===== config.mk =====
export PLATFORM = sky130hd
export DESIGN_NAME = mem_pager_top
export DESIGN_NICKNAME = d
export VERILOG_FILES = /design/src/source/pager_pkg.sv /design/src/source/zbus_sync.sv /design/src/source/atm_pager.sv /design/src/source/dos_ctrl.sv /design/src/source/mem_addr_mux.sv /design/src/source/mem_pager_top.sv
export VERILOG_INCLUDE_DIRS = /design/src /design/src/include
export SDC_FILE = /design/constraint.sdc
export NUM_CORES = 1
export LEC_CHECK = 0
export BUFFER_PORTS_ARGS = -buffer_cell sky130_fd_sc_hd__buf_2
export CORE_ASPECT_RATIO = 1.1
export CORE_MARGIN = 3
export CORE_UTILIZATION = 47
export CTS_CLUSTER_DIAMETER = 50
export CTS_CLUSTER_SIZE = 30
export DETAILED_ROUTE_END_ITERATION = 16
export GPL_TIMING_DRIVEN = 0
export PLACE_DENSITY = 0.68
export SLEW_MARGIN = 20
export SYNTH_ARGS = -nofsm -noshare
export SYNTH_HDL_FRONTEND = slang
export SYNTH_HIERARCHICAL = 1
export SYNTH_SLANG_ARGS = --single-unit

===== constraint.sdc =====
create_clock -name fclk -period 2.9 [get_ports fclk]
set_input_delay 0 -clock fclk [delete_from_list [all_inputs] [get_ports fclk]]
set_output_delay 0 -clock fclk [all_outputs]
set_load 0.1 [all_outputs]

===== src/include/pager_cfg.svh =====
// memory pager configuration
`ifndef PAGER_CFG_SVH
`define PAGER_CFG_SVH

// page number width; page plus 14-bit offset makes the 4 MB address
`define PAGER_PAGE_W 8

// physical memory address width
`define PAGER_ADDR_W 22

// number of 16 KB cpu windows
`define PAGER_WIN_N 4

// low address byte of the ATM xxF7 port family
`define PAGER_PORT_LO 8'hF7

// za[13:8] of an M1 fetch that enters DOS
`define PAGER_DOS_PAGE 6'h3D

// extra fclk cycles of z80 clock stall after the DOS entry cycle
`define PAGER_STALL_CYC 3

`endif


===== src/source/pager_pkg.sv =====
// memory pager types
package pager_pkg;

	// cpu window index, same as za[15:14]
	typedef logic [1:0] win_idx_t;

	// xxF7 port data byte, decoded by za[11] of the port address
	typedef union packed
	{
		// xFF7 ports, 1 MB style page with 7FFD merge control
		struct packed
		{
			logic       dos_7ffd; // 7ffd bits merge (ram) or DOS rom switching (rom)
			logic       ramnrom;  // 1 = ram, 0 = rom
			logic [5:0] page_n;   // inverted page number
		} mega;

		// x7F7 ports, full 4 MB ram page
		struct packed
		{
			logic [7:0] page_n;   // inverted page number
		} full;
	} atm_port_data_u;

endpackage


===== src/source/zbus_sync.sv =====
// z80 bus strobe sampler
`timescale 1ns/10ps
`include "pager_cfg.svh"

module zbus_sync
(
	input  logic       fclk,
	input  logic       rst,
	input  logic       zpos,      // fclk phase strobe, z80 clock rising
	input  logic       zneg,      // fclk phase strobe, z80 clock falling
	input  logic       m1_n,
	input  logic       mreq_n,
	input  logic       iorq_n,
	input  logic       wr_n,
	input  logic [7:0] za_lo,     // low byte of the z80 address
	output logic       atm_f7_wr, // xxF7 port write, one fclk
	output logic       fetch_stb  // start of an M1 memory cycle, one fclk
);

	logic m1_n_reg;   // m1_n as seen on the last zpos
	logic mreq_n_reg; // mreq_n as seen on the last zneg
	logic iorq_n_reg; // iorq_n as seen on the last zneg

	// m1 goes low ahead of mreq, so zpos is early enough for it
	always_ff @(posedge fclk)
	begin
		if (rst)
			m1_n_reg <= 1'b1;
		else if (zpos)
			m1_n_reg <= m1_n;
	end

	always_ff @(posedge fclk)
	begin
		if (rst)
		begin
			mreq_n_reg <= 1'b1;
			iorq_n_reg <= 1'b1;
		end
		else if (zneg)
		begin
			mreq_n_reg <= mreq_n;
			iorq_n_reg <= iorq_n;
		end
	end

	// io write just started on this zneg, decoded once for all windows
	assign atm_f7_wr = zneg && !iorq_n && !wr_n && iorq_n_reg &&
		(za_lo == `PAGER_PORT_LO);

	// falling mreq during an opcode fetch
	assign fetch_stb = zneg && !m1_n_reg && !mreq_n && mreq_n_reg;

	// z80 clock cannot rise and fall in the same fclk
	a_phase_excl: assert property (@(posedge fclk) disable iff (rst)
		!(zpos && zneg));

endmodule


===== src/source/atm_pager.sv =====
// ATM window pager
`timescale 1ns/10ps
`include "pager_cfg.svh"

module atm_pager
	import pager_pkg::*;
#(
	parameter win_idx_t WIN = 2'd0 // window this pager owns
)
(
	input  logic                     fclk,
	input  logic                     rst,
	input  logic [15:0]              za,
	input  logic [7:0]               zd,
	input  logic                     atm_f7_wr,
	input  logic                     fetch_stb,
	input  logic                     pager_off,     // service rom everywhere
	input  logic                     pent1m_rom,    // 7ffd rom bit, picks the map
	input  logic                     pent1m_ram0_0, // ram page 0 in window 0
	input  logic                     pent1m_1m_on,  // 1 MB 7ffd addressing
	input  logic                     in_nmi,        // last ram page in window 0
	input  logic                     dos,
	input  logic [5:0]               pent1m_page,   // page bits from 7ffd
	output logic [`PAGER_PAGE_W-1:0] page,
	output logic                     romnram,       // 1 = rom, 0 = ram
	output logic                     turn_on,       // DOS entry fetch in this window
	output logic                     turn_off       // ram fetch in this window
);

	logic [`PAGER_PAGE_W-1:0] pages [2]; // one per map, indexed by pent1m_rom
	logic [1:0]               ramnrom;   // 1 = ram map
	logic [1:0]               dos_7ffd;  // 7ffd merge or DOS rom switching
	atm_port_data_u           pd;        // port byte in both views
	logic                     win_hit;   // za points into this window
	logic                     map_sel;

	assign pd      = zd;
	assign win_hit = (za[15:14] == WIN);
	assign map_sel = pent1m_rom;

	// port writes land in the map currently selected by 7ffd
	always_ff @(posedge fclk)
	begin
		if (rst)
		begin
			pages[0] <= '0;
			pages[1] <= '0;
			ramnrom  <= 2'b00;
			dos_7ffd <= 2'b00;
		end
		else if (atm_f7_wr && win_hit)
		begin
			if (za[11]) // xFF7
			begin
				pages[map_sel]    <= {2'b00, ~pd.mega.page_n};
				ramnrom[map_sel]  <= pd.mega.ramnrom;
				dos_7ffd[map_sel] <= pd.mega.dos_7ffd;
			end
			else // x7F7, dos_7ffd kept so 7ffd merging works over all 4 MB
			begin
				pages[map_sel]   <= ~pd.full.page_n;
				ramnrom[map_sel] <= 1'b1;
			end
		end
	end

	// paging function, highest priority first
	always_ff @(posedge fclk)
	begin
		if (rst || pager_off)
		begin
			page    <= '1; // service rom
			romnram <= 1'b1;
		end
		else if ((WIN == 2'd0) && in_nmi)
		begin
			page    <= '1; // last ram page for the nmi handler
			romnram <= 1'b0;
		end
		else if ((WIN == 2'd0) && pent1m_ram0_0)
		begin
			page    <= '0;
			romnram <= 1'b0;
		end
		else
		begin
			romnram <= ~ramnrom[map_sel];
			if (!dos_7ffd[map_sel])
				page <= pages[map_sel]; // plain atm page
			else if (ramnrom[map_sel] && pent1m_1m_on)
				page <= {pages[map_sel][7:6], pent1m_page}; // whole 1 MB from 7ffd
			else if (ramnrom[map_sel])
				page <= {pages[map_sel][7:3], pent1m_page[2:0]}; // 128 KB like atm2
			else
				page <= {pages[map_sel][7:1], dos}; // rom pair, dos picks the half
		end
	end

	// entry needs map 1 to be a DOS-switching rom and 7ffd pointing at it
	assign turn_on = fetch_stb && win_hit && (za[13:8] == `PAGER_DOS_PAGE) &&
		dos_7ffd[1] && !ramnrom[1] && pent1m_rom;

	// any opcode from ram outside window 0 leaves DOS
	assign turn_off = fetch_stb && win_hit && (WIN != 2'd0) && ramnrom[map_sel];

	// io and memory cycles never overlap, so a fetch never sees a half-done write
	a_wr_fetch_excl: assert property (@(posedge fclk) disable iff (rst)
		!(atm_f7_wr && fetch_stb));

endmodule


===== src/source/dos_ctrl.sv =====
// DOS state and clock stall
`timescale 1ns/10ps
`include "pager_cfg.svh"

module dos_ctrl
(
	input  logic                    fclk,
	input  logic                    rst,
	input  logic [`PAGER_WIN_N-1:0] turn_on,  // per window DOS entry
	input  logic [`PAGER_WIN_N-1:0] turn_off, // per window DOS exit
	output logic                    dos,
	output logic                    zclk_stall // hold z80 clock while rom settles
);

	localparam int CNT_W     = $clog2(`PAGER_STALL_CYC + 1);
	localparam int STALL_LEN = `PAGER_STALL_CYC + 1; // entry cycle plus the tail

	logic             any_on;
	logic             any_off;
	logic [CNT_W-1:0] stall_cnt; // cycles of stall left after this one

	assign any_on  = |turn_on;
	assign any_off = |turn_off;

	// entry wins if both show up in one cycle
	always_ff @(posedge fclk)
	begin
		if (rst)
			dos <= 1'b0;
		else if (any_on)
			dos <= 1'b1;
		else if (any_off)
			dos <= 1'b0;
	end

	// rom output needs a few fclk to follow the DOS switch
	always_ff @(posedge fclk)
	begin
		if (rst)
			stall_cnt <= '0;
		else if (any_on)
			stall_cnt <= CNT_W'(`PAGER_STALL_CYC);
		else if (stall_cnt != '0)
			stall_cnt <= stall_cnt - 1'b1;
	end

	assign zclk_stall = any_on || (stall_cnt != '0); // rises in the entry cycle

	a_stall_len: assert property (@(posedge fclk) disable iff (rst)
		zclk_stall [*STALL_LEN] |=> !zclk_stall);

endmodule


===== src/source/mem_addr_mux.sv =====
// memory address mux
`timescale 1ns/10ps
`include "pager_cfg.svh"

module mem_addr_mux
	import pager_pkg::*;
(
	input  logic [15:0]                                za,
	input  logic [`PAGER_WIN_N-1:0][`PAGER_PAGE_W-1:0] pages,    // registered window pages
	input  logic [`PAGER_WIN_N-1:0]                    romnrams,
	output logic [`PAGER_ADDR_W-1:0]                   mem_addr,
	output logic                                       mem_romnram // 1 = rom chip
);

	localparam int OFS_W = `PAGER_ADDR_W - `PAGER_PAGE_W; // 16 KB offset

	win_idx_t win; // window of the current cpu address

	assign win = za[15:14];

	// page on top, in-window offset below
	assign mem_addr    = {pages[win], za[OFS_W-1:0]};
	assign mem_romnram = romnrams[win];

endmodule


===== src/source/mem_pager_top.sv =====
// memory pager top
`timescale 1ns/10ps
`include "pager_cfg.svh"

module mem_pager_top
	import pager_pkg::*;
(
	input  logic                     fclk,
	input  logic                     rst,
	input  logic                     zpos,
	input  logic                     zneg,
	input  logic [15:0]              za,
	input  logic [7:0]               zd,
	input  logic                     m1_n,
	input  logic                     mreq_n,
	input  logic                     iorq_n,
	input  logic                     wr_n,
	input  logic                     pager_off,
	input  logic                     pent1m_rom,
	input  logic [5:0]               pent1m_page,
	input  logic                     pent1m_ram0_0,
	input  logic                     pent1m_1m_on,
	input  logic                     in_nmi,
	output logic [`PAGER_ADDR_W-1:0] mem_addr,
	output logic                     mem_romnram,
	output logic                     dos,
	output logic                     zclk_stall
);

	logic                                       atm_f7_wr;
	logic                                       fetch_stb;
	logic [`PAGER_WIN_N-1:0][`PAGER_PAGE_W-1:0] pages;
	logic [`PAGER_WIN_N-1:0]                    romnrams;
	logic [`PAGER_WIN_N-1:0]                    turn_on;
	logic [`PAGER_WIN_N-1:0]                    turn_off;

	zbus_sync zbus_sync_i
	(
		.fclk      (fclk),
		.rst       (rst),
		.zpos      (zpos),
		.zneg      (zneg),
		.m1_n      (m1_n),
		.mreq_n    (mreq_n),
		.iorq_n    (iorq_n),
		.wr_n      (wr_n),
		.za_lo     (za[7:0]),
		.atm_f7_wr (atm_f7_wr),
		.fetch_stb (fetch_stb)
	);

	// one pager per 16 KB window
	for (genvar i = 0; i < `PAGER_WIN_N; i++)
	begin : g_win
		atm_pager #(.WIN(win_idx_t'(i))) atm_pager_i
		(
			.fclk          (fclk),
			.rst           (rst),
			.za            (za),
			.zd            (zd),
			.atm_f7_wr     (atm_f7_wr),
			.fetch_stb     (fetch_stb),
			.pager_off     (pager_off),
			.pent1m_rom    (pent1m_rom),
			.pent1m_ram0_0 (pent1m_ram0_0),
			.pent1m_1m_on  (pent1m_1m_on),
			.in_nmi        (in_nmi),
			.dos           (dos),
			.pent1m_page   (pent1m_page),
			.page          (pages[i]),
			.romnram       (romnrams[i]),
			.turn_on       (turn_on[i]),
			.turn_off      (turn_off[i])
		);
	end

	dos_ctrl dos_ctrl_i
	(
		.fclk       (fclk),
		.rst        (rst),
		.turn_on    (turn_on),
		.turn_off   (turn_off),
		.dos        (dos),
		.zclk_stall (zclk_stall)
	);

	mem_addr_mux mem_addr_mux_i
	(
		.za          (za),
		.pages       (pages),
		.romnrams    (romnrams),
		.mem_addr    (mem_addr),
		.mem_romnram (mem_romnram)
	);

endmodule


==> results.sh <==
export IMPL_cts_htree_levels=4
export IMPL_synthArstFlopShare_pct=0
export IMPL_coreArea_sq_um=12100
export IMPL_leakage_uw=0.00283
export IMPL_drtAntennaViolNets=0
export IMPL_place_ws_ns=0.177
export IMPL_largest_reg_flops=64
export IMPL_pwr_share_clk_pct=45.2
export IMPL_yosys_warnings=6
export IMPL_irDropWorstVdd_uv=567
export IMPL_grt_max_degree=19
export IMPL_clk_insertion_delay_late_ns=0.42
export IMPL_slew_headroom_pct=37.1
export IMPL_fin_ws_ns=0.454
export IMPL_antenna_found_initial=0
export IMPL_fin_crit_ns=2.45
export IMPL_syn_avg_cell_area_sq_um=11.5
export IMPL_place_congestion=0.847
export IMPL_regMostFlops="g_win.atm_pager_i/pages"
export IMPL_synth_area_leaders="edfxtp_1, dfxtp_1, mux2i_1"
export IMPL_cp_required_ns=2.97
export IMPL_drc=0
export IMPL_port_buffers=66
export IMPL_die_h_um=124
export IMPL_timing_fmax_mhz=409
export IMPL_overflow=0
export IMPL_fin_skew_ns=0.00634
export IMPL_vias_per_cell=5.66
export IMPL_comb_power_share_pct=13.9
export IMPL_nets=663
export IMPL_synth_edf_count=64
export IMPL_hold_path_class="input port to flop"
export IMPL_post_drt_wl_per_cell_um=19.4
export IMPL_start_kind="flop"
export IMPL_path_max_fanout=12
export IMPL_num_rows=42
export IMPL_vias=4449
export IMPL_hold_viol=0
export IMPL_synth_ff_type="edfxtp_1"
export IMPL_num_io_pins=68
export IMPL_cts_buffers_inserted=17
export IMPL_diodes=0
export IMPL_worst_ep_arrival_time_ns=2.52
export IMPL_synthCells=515
export IMPL_syn_nets=559
export IMPL_ys_seq_area_share_pct=52.2
export IMPL_switching_power_uw=1250
export IMPL_worstMarginPinSlew_ns=0.937
export IMPL_synth_top_area_cell="edfxtp_1"
export IMPL_drive_gt1_share_pct=27.5
export IMPL_start_util_pct=48.6
export IMPL_clockBufferDepth=2
export IMPL_wirelength_um=15300
export IMPL_syn_to_final_growth_pct=22.2
export IMPL_worstSetupEndpointType="flop"
export IMPL_nFillCells=970
export IMPL_swShare_pct=26.9
export IMPL_hpwl_um=10600
export IMPL_holdWs_ns=0.0113
export IMPL_clkSinkCount=122
export IMPL_top_regs="g_win.atm_pager_i/pages (64), g_win.atm_pager_i/page (32)"
export IMPL_ys_seq_elements=122
export IMPL_crit_type="flop to flop"
export IMPL_grt_pass1_wl_um=23800
export IMPL_grt_pass1_vias=4540
export IMPL_clk_pin_slew_worst_paths_ns=0.06
export IMPL_drtIter0Drc=302
export IMPL_root_buffer="clkbuf_16"
export IMPL_cts_tree="done"
export IMPL_fin_util_pct=59.5
export IMPL_rsz0062_at_grt="no"
export IMPL_syn_area_sq_um=5900
export IMPL_p_per_area_nw_per_um2=643
export IMPL_ys_types=66
export IMPL_die_x_um=113
export IMPL_dr_pass1_iters=4
export IMPL_status="finished clean"
export IMPL_grt_usage_pct=22.9
export IMPL_yosysTopAreaCellShare_pct=32.5
export IMPL_cap_violations=0
export IMPL_seqPwrFrac_pct=40.9
export IMPL_synthMostInstantiatedCell="nor2_1"
export IMPL_power_internal_uw=3390
export IMPL_drv_slew=0
export IMPL_setup_viol=0
export IMPL_netlist_top_cells_count="nor2_1, edfxtp_1, dfxtp_1, mux2i_1, a21oi_1"
export IMPL_tns_ns=0
export IMPL_fin_crit_sh_pct=84.4
export IMPL_dieArea_sq_um=13900
-- per-stage QoR --
stage / power, uW / cells / area (sq um)
6_report: 4640 / 786 / 7220
3_3_place_gp: 2540 / 735 / 6430
4_1_cts: 4660 / 786 / 7210
2_1_floorplan: 2380 / 515 / 5900
5_1_grt: 4780 / 786 / 7220
3_5_place_dp: 2560 / 735 / 6430
-- power by group through the flow --
stage	combinational, uW	clock (uW)	sequential [uW]
2_1_floorplan	457	0	1930
3_3_place_gp	608	0	1930
3_5_place_dp	622	0	1940
4_1_cts	645	2120	1900
5_1_grt	680	2190	1900
6_report	644	2100	1900
-- layer usage --
layer  share of wire (%)  vias to the layer above  track usage (%)
met5                   0                        -                0
met4                 2.2                        0             11.4
met3                 7.0                       31             5.68
met2                  49                      154             37.1
met1                  42                     2166             28.7
li1                    -                     2098                -
-- placed cells by master, fill, tap and decap left out, types with 11 or more instances in the layout --
cell type      netlist  final
buf_2                5     71
nor2_1              67     67
edfxtp_1            64     64
dfxtp_1             58     58
mux2i_1             40     40
a21oi_1             20     20
buf_4               19     19
dlygate4sd3_1        0     19
nor2b_1             18     18
clkbuf_16            0     17
nand2_1             17     17
nand2b_1            17     17
nor3_1              11     11
-- path summary, 6_finish.rpt --
path                            slack (ns)  cells past startpoint                        startpoint                                to
worst min register to register        0.49                      2  g_win[3].atm_pager_i/dos_7ffd[0]  g_win[3].atm_pager_i/dos_7ffd[0]
worst min-delay path                  0.01                      3                             zd[7]  g_win[2].atm_pager_i/dos_7ffd[0]
worst max-delay path                  0.45                      6            zbus_sync_i/iorq_n_reg  g_win[3].atm_pager_i/pages[1][3]
worst max register to register        0.45                      6            zbus_sync_i/iorq_n_reg  g_win[3].atm_pager_i/pages[1][3]
-- area by class of cell --
| class | count | area, sq um | share of cell area [%] |
|---|---|---|---|
| Sequential cell | 122 | 3080 | 42.7 |
| Multi-Input combinational cell | 344 | 2500 | 34.6 |
| Timing Repair Buffer | 85 | 520 | 7.21 |
| Clock buffer | 19 | 453 | 6.28 |
| Buffer | 39 | 293 | 4.06 |
| Tap cell | 154 | 193 | 2.67 |
| Clock inverter | 13 | 140 | 1.94 |
| Inverter | 10 | 37.5 | 0.520 |
-- logic make-up after synthesis --
group	share of synthesized area (%)
compound gates	8.60
xor+xnor	0.148
fa+ha+maj	0.212
buf+inv	5.59
flops	52.2
mux	11.7
other cells	0.0635
simple gates	21.5
-- what timing repair did --
item	CTS	global route
endpoints found under the hold margin	45	0
resized for setup	0	1
endpoints found under the setup margin	0	8
hold buffers	19	0
setup buffers	0	0
-- worst max-delay path: stages (launching register included) --
cell and delay [ns]:
dfxtp_1 0.32, nand4bb_1 0.16, nor3_4 0.61, nand4b_1 0.21
or2_1 0.25, clkbuf_1 0.18, nand2b_1 0.35
Power figures use the tool's default switching activity.
